$ cat config.mk
export PLATFORM = sky130hd
export DESIGN_NAME = alu_rs_top
export DESIGN_NICKNAME = d
export VERILOG_FILES = /design/src/alu_rs_pkg.sv /design/src/alu_execute.sv /design/src/alu_issue_decode.sv /design/src/alu_rs_top.sv /design/src/alu_station.sv
export SDC_FILE = /design/constraint.sdc
export NUM_CORES = 2
export LEC_CHECK = 0
export BUFFER_PORTS_ARGS = -buffer_cell sky130_fd_sc_hd__buf_4
export CAP_MARGIN = 20
export CORE_UTILIZATION = 30
export DETAILED_ROUTE_END_ITERATION = 6
export PLACE_DENSITY = 0.51
export SLEW_MARGIN = 20
export SYNTH_ARGS = -nofsm -noshare
export SYNTH_HDL_FRONTEND = slang
export SYNTH_HIERARCHICAL = 1
export SYNTH_SLANG_ARGS = --single-unit
$ cat constraint.sdc
create_clock -name clk -period 8.5 [get_ports clk]
set_input_delay 0.425 -clock clk [delete_from_list [all_inputs] [get_ports clk]]
set_output_delay 0.425 -clock clk [all_outputs]
set_load 0.005 [all_outputs]
$ cat src/alu_rs_pkg.sv
package alu_rs_pkg;

  localparam int rob_tag_w  = 3;
  localparam int rs_entries = 8;
  localparam int rs_idx_w   = $clog2(rs_entries);
  // lane 0 is our own result, lane 1 comes from the other units
  localparam int cdb_lanes  = 2;

  typedef enum logic [6:0] {
    op_lui   = 7'b0110111,
    op_auipc = 7'b0010111,
    op_imm   = 7'b0010011,
    op_reg   = 7'b0110011
  } rv_opcode_e;

  typedef enum logic [3:0] {
    alu_add  = 4'h0,
    alu_sub  = 4'h1,
    alu_sll  = 4'h2,
    alu_slt  = 4'h3,
    alu_sltu = 4'h4,
    alu_xor  = 4'h5,
    alu_srl  = 4'h6,
    alu_sra  = 4'h7,
    alu_or   = 4'h8,
    alu_and  = 4'h9
  } alu_op_e;

  typedef struct packed {
    rv_opcode_e           opcode;
    logic [2:0]           funct3;
    logic [6:0]           funct7;
    logic [31:0]          imm;
    logic [31:0]          pc;
    logic [rob_tag_w-1:0] rob;
  } issue_req_t;

  typedef struct packed {
    logic                 regfile_ready;
    logic [31:0]          regfile_value;
    logic [rob_tag_w-1:0] regfile_tag;
    logic                 rob_ready;
    logic [31:0]          rob_value;
  } src_info_t;

  typedef struct packed {
    logic                 ready;
    logic [31:0]          value;
    logic [rob_tag_w-1:0] tag;
  } operand_t;

  typedef struct packed {
    alu_op_e              op;
    operand_t             a;
    operand_t             b;
    logic [rob_tag_w-1:0] rob;
  } rs_entry_t;

  typedef struct packed {
    alu_op_e              op;
    logic [31:0]          a;
    logic [31:0]          b;
    logic [rob_tag_w-1:0] rob;
  } exe_req_t;

  typedef struct packed {
    logic                 valid;
    logic [rob_tag_w-1:0] rob;
    logic [31:0]          value;
  } cdb_t;

  // fill a waiting operand from any lane broadcasting its tag
  function automatic operand_t snoop_cdb(input operand_t opnd, input cdb_t bus [cdb_lanes]);
    operand_t res;
    res = opnd;
    for (int j = 0; j < cdb_lanes; j++) begin
      if (!res.ready && bus[j].valid && bus[j].rob == res.tag) begin
        res.ready = 1'b1;
        res.value = bus[j].value;
      end
    end
    return res;
  endfunction

endpackage

$ cat src/alu_execute.sv
`timescale 1ns/1ps

module alu_execute (
  input  logic                 clk,
  input  logic                 rst,
  input  logic                 exe_valid,
  input  alu_rs_pkg::exe_req_t exe,
  output alu_rs_pkg::cdb_t     result
);

  logic [31:0] alu_value;
  logic [4:0]  shamt;
  logic        lt_signed;
  logic        lt_unsigned;

  assign shamt       = exe.b[4:0];
  assign lt_signed   = $signed(exe.a) < $signed(exe.b);
  assign lt_unsigned = exe.a < exe.b;

  always_comb begin
    case (exe.op)
      alu_rs_pkg::alu_add:  alu_value = exe.a + exe.b;
      alu_rs_pkg::alu_sub:  alu_value = exe.a - exe.b;
      alu_rs_pkg::alu_sll:  alu_value = exe.a << shamt;
      alu_rs_pkg::alu_slt:  alu_value = {31'b0, lt_signed};
      alu_rs_pkg::alu_sltu: alu_value = {31'b0, lt_unsigned};
      alu_rs_pkg::alu_xor:  alu_value = exe.a ^ exe.b;
      alu_rs_pkg::alu_srl:  alu_value = exe.a >> shamt;
      // arithmetic shift keeps the sign bit
      alu_rs_pkg::alu_sra:  alu_value = $unsigned($signed(exe.a) >>> shamt);
      alu_rs_pkg::alu_or:   alu_value = exe.a | exe.b;
      alu_rs_pkg::alu_and:  alu_value = exe.a & exe.b;
      default:              alu_value = '0;
    endcase
  end

  // result register drives cdb lane 0
  always_ff @(posedge clk) begin
    if (rst) begin
      result.valid <= 1'b0;
    end else begin
      result.valid <= exe_valid;
    end
    result.rob   <= exe.rob;
    result.value <= alu_value;
  end

endmodule

$ cat src/alu_issue_decode.sv
`timescale 1ns/1ps

module alu_issue_decode (
  input  alu_rs_pkg::issue_req_t req,
  input  alu_rs_pkg::src_info_t  src1,
  input  alu_rs_pkg::src_info_t  src2,
  input  alu_rs_pkg::cdb_t       cdb [alu_rs_pkg::cdb_lanes],
  output alu_rs_pkg::rs_entry_t  entry
);

  // operand known at decode time, tag unused
  function automatic alu_rs_pkg::operand_t const_operand(input logic [31:0] value);
    alu_rs_pkg::operand_t opnd;
    opnd.ready = 1'b1;
    opnd.value = value;
    opnd.tag   = '0;
    return opnd;
  endfunction

  // regfile first, then rob, then a same-cycle broadcast
  function automatic alu_rs_pkg::operand_t resolve(
    input alu_rs_pkg::src_info_t src,
    input alu_rs_pkg::cdb_t      bus [alu_rs_pkg::cdb_lanes]
  );
    alu_rs_pkg::operand_t opnd;
    opnd.ready = 1'b0;
    opnd.value = '0;
    opnd.tag   = src.regfile_tag;
    if (src.regfile_ready) begin
      opnd.ready = 1'b1;
      opnd.value = src.regfile_value;
    end else if (src.rob_ready) begin
      opnd.ready = 1'b1;
      opnd.value = src.rob_value;
    end
    return alu_rs_pkg::snoop_cdb(opnd, bus);
  endfunction

  // funct3 to alu op; funct7[5] picks sub only for register form
  function automatic alu_rs_pkg::alu_op_e funct_op(
    input logic [2:0] funct3,
    input logic       alt,
    input logic       is_imm
  );
    alu_rs_pkg::alu_op_e op;
    case (funct3)
      3'b000:  op = (alt && !is_imm) ? alu_rs_pkg::alu_sub : alu_rs_pkg::alu_add;
      3'b001:  op = alu_rs_pkg::alu_sll;
      3'b010:  op = alu_rs_pkg::alu_slt;
      3'b011:  op = alu_rs_pkg::alu_sltu;
      3'b100:  op = alu_rs_pkg::alu_xor;
      3'b101:  op = alt ? alu_rs_pkg::alu_sra : alu_rs_pkg::alu_srl;
      3'b110:  op = alu_rs_pkg::alu_or;
      default: op = alu_rs_pkg::alu_and;
    endcase
    return op;
  endfunction

  always_comb begin
    entry.op  = alu_rs_pkg::alu_add;
    entry.rob = req.rob;
    entry.a   = resolve(src1, cdb);
    entry.b   = const_operand(req.imm);
    case (req.opcode)
      alu_rs_pkg::op_lui:   entry.a = const_operand(32'h0);
      alu_rs_pkg::op_auipc: entry.a = const_operand(req.pc);
      alu_rs_pkg::op_imm:   entry.op = funct_op(req.funct3, req.funct7[5], 1'b1);
      alu_rs_pkg::op_reg: begin
        entry.op = funct_op(req.funct3, req.funct7[5], 1'b0);
        entry.b  = resolve(src2, cdb);
      end
      default: begin
        // unknown opcodes fall back to rs1 + imm
      end
    endcase
  end

endmodule

$ cat src/alu_rs_top.sv
`timescale 1ns/1ps

module alu_rs_top (
  input  logic                   clk,
  input  logic                   rst,
  input  logic                   issue,
  input  alu_rs_pkg::issue_req_t req,
  input  alu_rs_pkg::src_info_t  src1,
  input  alu_rs_pkg::src_info_t  src2,
  input  alu_rs_pkg::cdb_t       ext_cdb,
  output logic                   full,
  output alu_rs_pkg::cdb_t       result
);

  alu_rs_pkg::cdb_t      cdb_bus [alu_rs_pkg::cdb_lanes];
  alu_rs_pkg::rs_entry_t dec_entry;
  alu_rs_pkg::exe_req_t  exe;
  logic                  exe_valid;

  // lane 0 own result, lane 1 other units
  assign cdb_bus[0] = result;
  assign cdb_bus[1] = ext_cdb;

  alu_issue_decode u_decode (
    .req   (req),
    .src1  (src1),
    .src2  (src2),
    .cdb   (cdb_bus),
    .entry (dec_entry)
  );

  alu_station u_station (
    .clk       (clk),
    .rst       (rst),
    .issue     (issue),
    .entry_in  (dec_entry),
    .cdb       (cdb_bus),
    .full      (full),
    .exe_valid (exe_valid),
    .exe       (exe)
  );

  alu_execute u_execute (
    .clk       (clk),
    .rst       (rst),
    .exe_valid (exe_valid),
    .exe       (exe),
    .result    (result)
  );

endmodule

$ cat src/alu_station.sv
`timescale 1ns/1ps

module alu_station (
  input  logic                  clk,
  input  logic                  rst,
  input  logic                  issue,
  input  alu_rs_pkg::rs_entry_t entry_in,
  input  alu_rs_pkg::cdb_t      cdb [alu_rs_pkg::cdb_lanes],
  output logic                  full,
  output logic                  exe_valid,
  output alu_rs_pkg::exe_req_t  exe
);

  logic [alu_rs_pkg::rs_entries-1:0] busy;
  alu_rs_pkg::rs_entry_t             slots [alu_rs_pkg::rs_entries];

  // round-robin pointer, last slot sent to execute
  logic [alu_rs_pkg::rs_idx_w-1:0] last_sel;
  logic [alu_rs_pkg::rs_idx_w-1:0] alloc_idx;
  logic [alu_rs_pkg::rs_idx_w-1:0] sel_idx;
  logic [alu_rs_pkg::rs_idx_w-1:0] cand;
  logic                            do_alloc;

  assign full     = &busy;
  assign do_alloc = issue && !full;

  // lowest free slot, walked top down so the lowest wins
  always_comb begin
    alloc_idx = '0;
    for (int i = alu_rs_pkg::rs_entries - 1; i >= 0; i--) begin
      if (!busy[i]) begin
        alloc_idx = alu_rs_pkg::rs_idx_w'(i);
      end
    end
  end

  // search starts just after last_sel
  // walked from the far end so the nearest ready slot wins
  always_comb begin
    exe_valid = 1'b0;
    sel_idx   = last_sel;
    cand      = last_sel;
    for (int k = alu_rs_pkg::rs_entries; k >= 1; k--) begin
      cand = last_sel + alu_rs_pkg::rs_idx_w'(k);
      if (busy[cand] && slots[cand].a.ready && slots[cand].b.ready) begin
        exe_valid = 1'b1;
        sel_idx   = cand;
      end
    end
  end

  assign exe.op  = slots[sel_idx].op;
  assign exe.a   = slots[sel_idx].a.value;
  assign exe.b   = slots[sel_idx].b.value;
  assign exe.rob = slots[sel_idx].rob;

  // occupancy and pointer
  always_ff @(posedge clk) begin
    if (rst) begin
      busy     <= '0;
      last_sel <= '0;
    end else begin
      if (exe_valid) begin
        busy[sel_idx] <= 1'b0;
        last_sel      <= sel_idx;
      end
      if (do_alloc) begin
        busy[alloc_idx] <= 1'b1;
      end
    end
  end

  // entry payload: cdb wakeup, then new entry on top
  always_ff @(posedge clk) begin
    for (int i = 0; i < alu_rs_pkg::rs_entries; i++) begin
      if (busy[i]) begin
        slots[i].a <= alu_rs_pkg::snoop_cdb(slots[i].a, cdb);
        slots[i].b <= alu_rs_pkg::snoop_cdb(slots[i].b, cdb);
      end
    end
    // alloc slot is never busy, so no clash with the wakeup above
    if (do_alloc) begin
      slots[alloc_idx] <= entry_in;
    end
  end

endmodule

# Word level (Yosys, flattened, before mapping)
# Memory sizes are Yosys's and may differ from the RTL's. A register that Yosys moved wholly into a read port is not among the register bits.
# Index checks and enable logic that the tools add are counted.
# word_totals
reg_bits,47
ram_bits,632
output_inout_bits,37
word_cells,372
n_memories,1
# classes
add_sub_neg,9
order_cmp,14
eq_ne,55
shifts,3
muxes,148
n_bitwise,6
reduce_logical,131
# memory_table
memory,words,width,read_ports,rd_ports_with_merged_regs,write_ports,line_no,rtl
u_station.slots,8,79,17,1,9,alu_station.sv:15,alu_rs_pkg::rs_entry_t slots [alu_rs_pkg::rs_entries];
# ops
operator,n
two-way mux 33 bit,74
one-hot mux 32 bit (10 select lines),1
equality test 3 bit,36
logical AND 1 bit,91
one-hot mux 36 bit (2 select lines),1
less-than comparator 32 bit,2
one-hot mux 4 bit (7 select lines),2
two-way mux 3 bit,17
less-than comparator 3 x 4 -> 1 bit (second input constant),10
two-way mux 1 bit,38
logical NOT 1 bit,37
two-way mux 36 bit,1
adder 32 bit,1
AND 32 bit,1
bitwise OR 32 bit,1
<< shifter 32 x 5 -> 32 bit,1
>> shifter 32 x 5 -> 32 bit,1
>>> shifter 32 x 5 -> 32 bit,1
subtractor 32 bit,1
XOR 32 bit,1
binary-select mux 1 bit (select 3 bit),8
two-way mux 8 bit,3
equality test 4 x 3 -> 1 bit (second input constant),4
equality test 7 x 5 -> 1 bit (second input constant),2
other kinds (19),31

# Logic depth before layout (Yosys ltp)
# logic_depth
ltp_word,22
ltp_mapped,29
ltp_nobuf,24

# Hierarchy
# The synthesis kept the hierarchy.
# by_module_without_submodules
mod,instances,cells_each,area_each_um2,seq_area_each_um2
alu_station,1,3628,37843.8,19258.5
alu_execute,1,1285,9067.4,720.7
alu_issue_decode,1,401,2512.4,0.0

# Least setup slack after synthesis
# No wires, ideal clock.
# synth_timing
kind,register to register
start,register u_station/last_sel[1] (netlist name)
end,register u_execute/result[27] (netlist name)
t_arrival_ns,6.653
required_time_ns,8.369
path_slack_ns,1.716
path_stages_with_launch,27
path_buffers,6
synth_period_minus_slack_ns,6.784
path_cell_list,dfxtp_1 -> clkbuf_1 -> clkinv_1 -> ha_1 -> xnor2_1 -> mux4_2 -> o21ai_1 -> a311oi_2 -> xnor2_2 -> buf_6 -> buf_6 -> mux2i_1 -> mux2i_1 -> mux2_2 -> clkbuf_1 -> inv_1 -> clkbuf_1 -> clkbuf_1 -> ha_1 -> nor2b_1 -> a311o_1 -> a21oi_1 -> o31ai_1 -> a21o_1 -> a31o_2 -> a2111oi_0 -> nand2_1
# synth_rtl
element,line_no,rtl
"start, declared",alu_station.sv:18,logic [alu_rs_pkg::rs_idx_w-1:0] last_sel;
"start signal, assigned",alu_station.sv:65,last_sel <= sel_idx;

==> flow_metrics.tcl <==
set metrics [dict create \
    arrival_ps 8170 \
    start_util_pct 30.3 \
    synth_top_family_by_area "compound AO/OA/AOI/OAI gates" \
    ys_warn_count 6 \
    critical_path.top_delay_family "compound AO/OA/AOI/OAI gates" \
    synth-seq-area-share_pct 40.4 \
    drc_errors 16 \
    synth-compound-area-share_pct 21.1 \
    synth_mux_area_share_pct 14.1 \
    dieArea_sq_um 166000 \
    violations "DRC" \
    maxSlewHeadroom_pct 19.3 \
    final_cell_mix "863 x nor2_1, 632 x edfxtp_1, 500 x mux2i_1" \
    cts_tree "built" \
    fmax_mhz 133 \
    worst_setup_path_end_kind "flop" \
    finalCriticalPeriod_ps 7540 \
    cts.clk_slew.worst_paths_ps 60 \
    outcome "complete, but fails checks" \
    hold_class "input pin to flop" \
    cp-start-kind "flop" \
    htreeDepth 3 \
    p_sw_uw 11300 \
    cts_root_buf "clkbuf_16" \
    p_clk_share_pct 15.4 \
    pin_count 298 \
    cts_sinks 682 \
    die_h_microns 408 \
    max_cap_violations 0 \
    power.total_uw 22300 \
    finalSetupViolCount 0 \
    die_w_microns 408 \
    hpwl_mm 154 \
    antenna_found_initial 20 \
    cp_max_fo 21 \
    fillers 16500 \
    tightest_slew_ps 1210 \
    ys_ff_latch 682 \
    wire_per_inst_microns 32.1 \
    overflow 0 \
    synthDistinctLibCells 96 \
    slowest_delay_ps 950 \
    globalplace.congestion 0.974 \
    ant_nets 0 \
    clk_latency_ps 710 \
    hold_violations 0 \
    cp_slowest_cell "o32ai_4" \
    slew_violations 0 \
    grt_pass1_wl_mm 335 \
    path_class "flop to flop" \
    final.setup.tns_ps 0 \
    port_buffers 291 \
    combPwrFrac_pct 65.5 \
    nets 5606 \
    drt-initial-drc-count 6587 \
    clockBufferDepth 3 \
    p_per_area_nw_per_um2 396 \
    grt_max_degree 89 \
    firstDrtPassIters 7 \
    mostFrequentLayoutCell "nor2_1" \
    area_delta_synth_final_pct 13.6 \
    synth_top_flop_cell "edfxtp_1" \
    grt_pass1_vias 44300 \
    fp-row-count 148 \
    cts_buffers 80 \
    syn_avg_cell_area_sq_um 9.30 \
    core_region_area_sq_um 163000 \
    swShare_pct 50.8 \
    synthArstFlopShare_pct 0 \
    crit_buf_inv 3 \
    vias 46500 \
    synth-xor-area-share_pct 2.35 \
    sequentialPowerShare_pct 19.1 \
    vias_per_cell 6.20 \
    power.leakage_uw 0.0221 \
    synth_edf_count 632 \
    path_cells "ha_1, xnor2_1, mux4_2, and2_1, or2_2, o32ai_4, buf_4, mux2i_1, mux2_2, inv_1, ha_1, nor2_1, o311ai_2, a2111o_1, a211oi_1, buf_4, a311o_2, nand4_1, o211ai_1, o21ba_2, o21ai_1" \
    grt_usage_pct 27.7 \
    skew_ps 39.8 \
    routed_wl_mm 241 \
    synth.cell_area_sq_um 49400 \
    max-vdd-ir-drop_v 0.000240 \
    grt_setup_unrepaired "false" \
    drive_gt1_share_pct 16.0 \
    synthSimpleGateAreaFrac_pct 12.7 \
    fin_crit_sh_pct 88.7 \
    synth_fa_ha_area_share_pct 2.59 \
    synth_nets 5676 \
    netlist_instances 5314 \
    critPathRequiredTime_ps 9130 \
    p_int_uw 11000 \
]
## cells in the mapped netlist, types with 31 or more instances
cell type / count / share of area, %
dfxtp_1: 50 / 2.0
buf_2: 66 / 0.67
edfxtp_1: 632 / 38
xor2_1: 41 / 0.73
a222oi_1: 31 / 0.63
nand2_1: 319 / 2.4
mux2_2: 90 / 2.1
a221oi_1: 275 / 4.9
a22oi_1: 258 / 3.9
nor2_1: 870 / 6.6
clkbuf_1: 393 / 3.0
xnor2_1: 90 / 1.6
a21oi_1: 276 / 2.8
mux4_2: 42 / 1.9
mux2i_1: 500 / 10
o221ai_1: 44 / 0.78
nand4_1: 61 / 0.77
buf_1: 145 / 1.1
ha_1: 99 / 2.5
a31oi_1: 87 / 1.1
o21ai_0: 271 / 2.7
nor3_1: 70 / 0.71
inv_1: 143 / 1.1
a22o_1: 32 / 0.57
## timing repair
| action | in CTS | in global routing |
|---|---|---|
| hold buffers | 3 | 0 |
| hold endpoints to repair | 24 | 0 |
| resized for setup | 0 | 0 |
| buffers inserted | 0 | 0 |
## power groups by stage
| stage | Sequential [uW] | Clock, uW | Combinational (uW) |
|---|---|---|---|
| global placement | 4310 | 0 | 14200 |
| floorplan | 4220 | 0 | 9360 |
| finish | 4260 | 3430 | 14600 |
| CTS | 4250 | 3460 | 14200 |
| detailed placement | 4320 | 0 | 14200 |
| global route | 4280 | 3580 | 15400 |
## cells by family after synthesis
group,after synthesis
multiplexers,632
adder cells (fa/ha/maj),101
XOR/XNOR,132
AND/OR/NAND/NOR,1482
flip-flops,682
AO/OA/AOI/OAI,1484
buffers and inverters,801
## worst paths after layout
| check | startpoint | cells past startpoint | endpoint | slack [ps] |
|---|---|---|---|---|
| hold / removal | rst | 2 | u_station/busy[4] | 40 |
| setup reg to reg | u_station/last_sel[1] | 21 | u_execute/result[31] | 960 |
| setup / recovery | u_station/last_sel[1] | 21 | u_execute/result[31] | 960 |
| hold reg to reg | u_station/slots[7][1] | 3 | u_execute/result[33] | 670 |
## flip-flops by register name, indices dropped and copies added, names as in the netlist, named ones only
register,flops
u_station/busy,8
u_station/slots,632
u_execute/result,36
u_station/last_sel,3
## layer usage
layer | GRT usage, % | vias up | wire length, microns
li1 | - | 19700 | -
met1 | 37.7 | 22800 | 98500
met2 | 42.0 | 3246 | 104000
met3 | 6.18 | 614 | 26900
met4 | 12.3 | 12 | 10800
met5 | 0 | - | 66
## layout make-up
type                    instances  area (sq um)  area share, %
flip-flops and latches        682         20000           35.6
inverters                     149           571           1.02
clock buffers                 107          2150           3.84
repair buffers                500          3870           6.90
multi-input cells            3831         26500           47.2
diodes                          6          15.0         0.0267
well taps                    2175          2720           4.85
clock inverters                37           352          0.626
## metrics by stage
stage	hold WS, ps	cell area [sq um]	setup slack [ps]	cells	util (%)
6_report	42.7	56200	959	7487	34.4
5_1_grt	42.4	56200	589	7486	34.4
4_1_cts	13.2	56200	1000	7481	34.4
3_5_place_dp	668	53600	975	7334	32.9
3_3_place_gp	657	53600	1070	7333	32.9
2_1_floorplan	497	49400	1720	5314	-
Note: power is estimated with default switching activity, not from simulation.
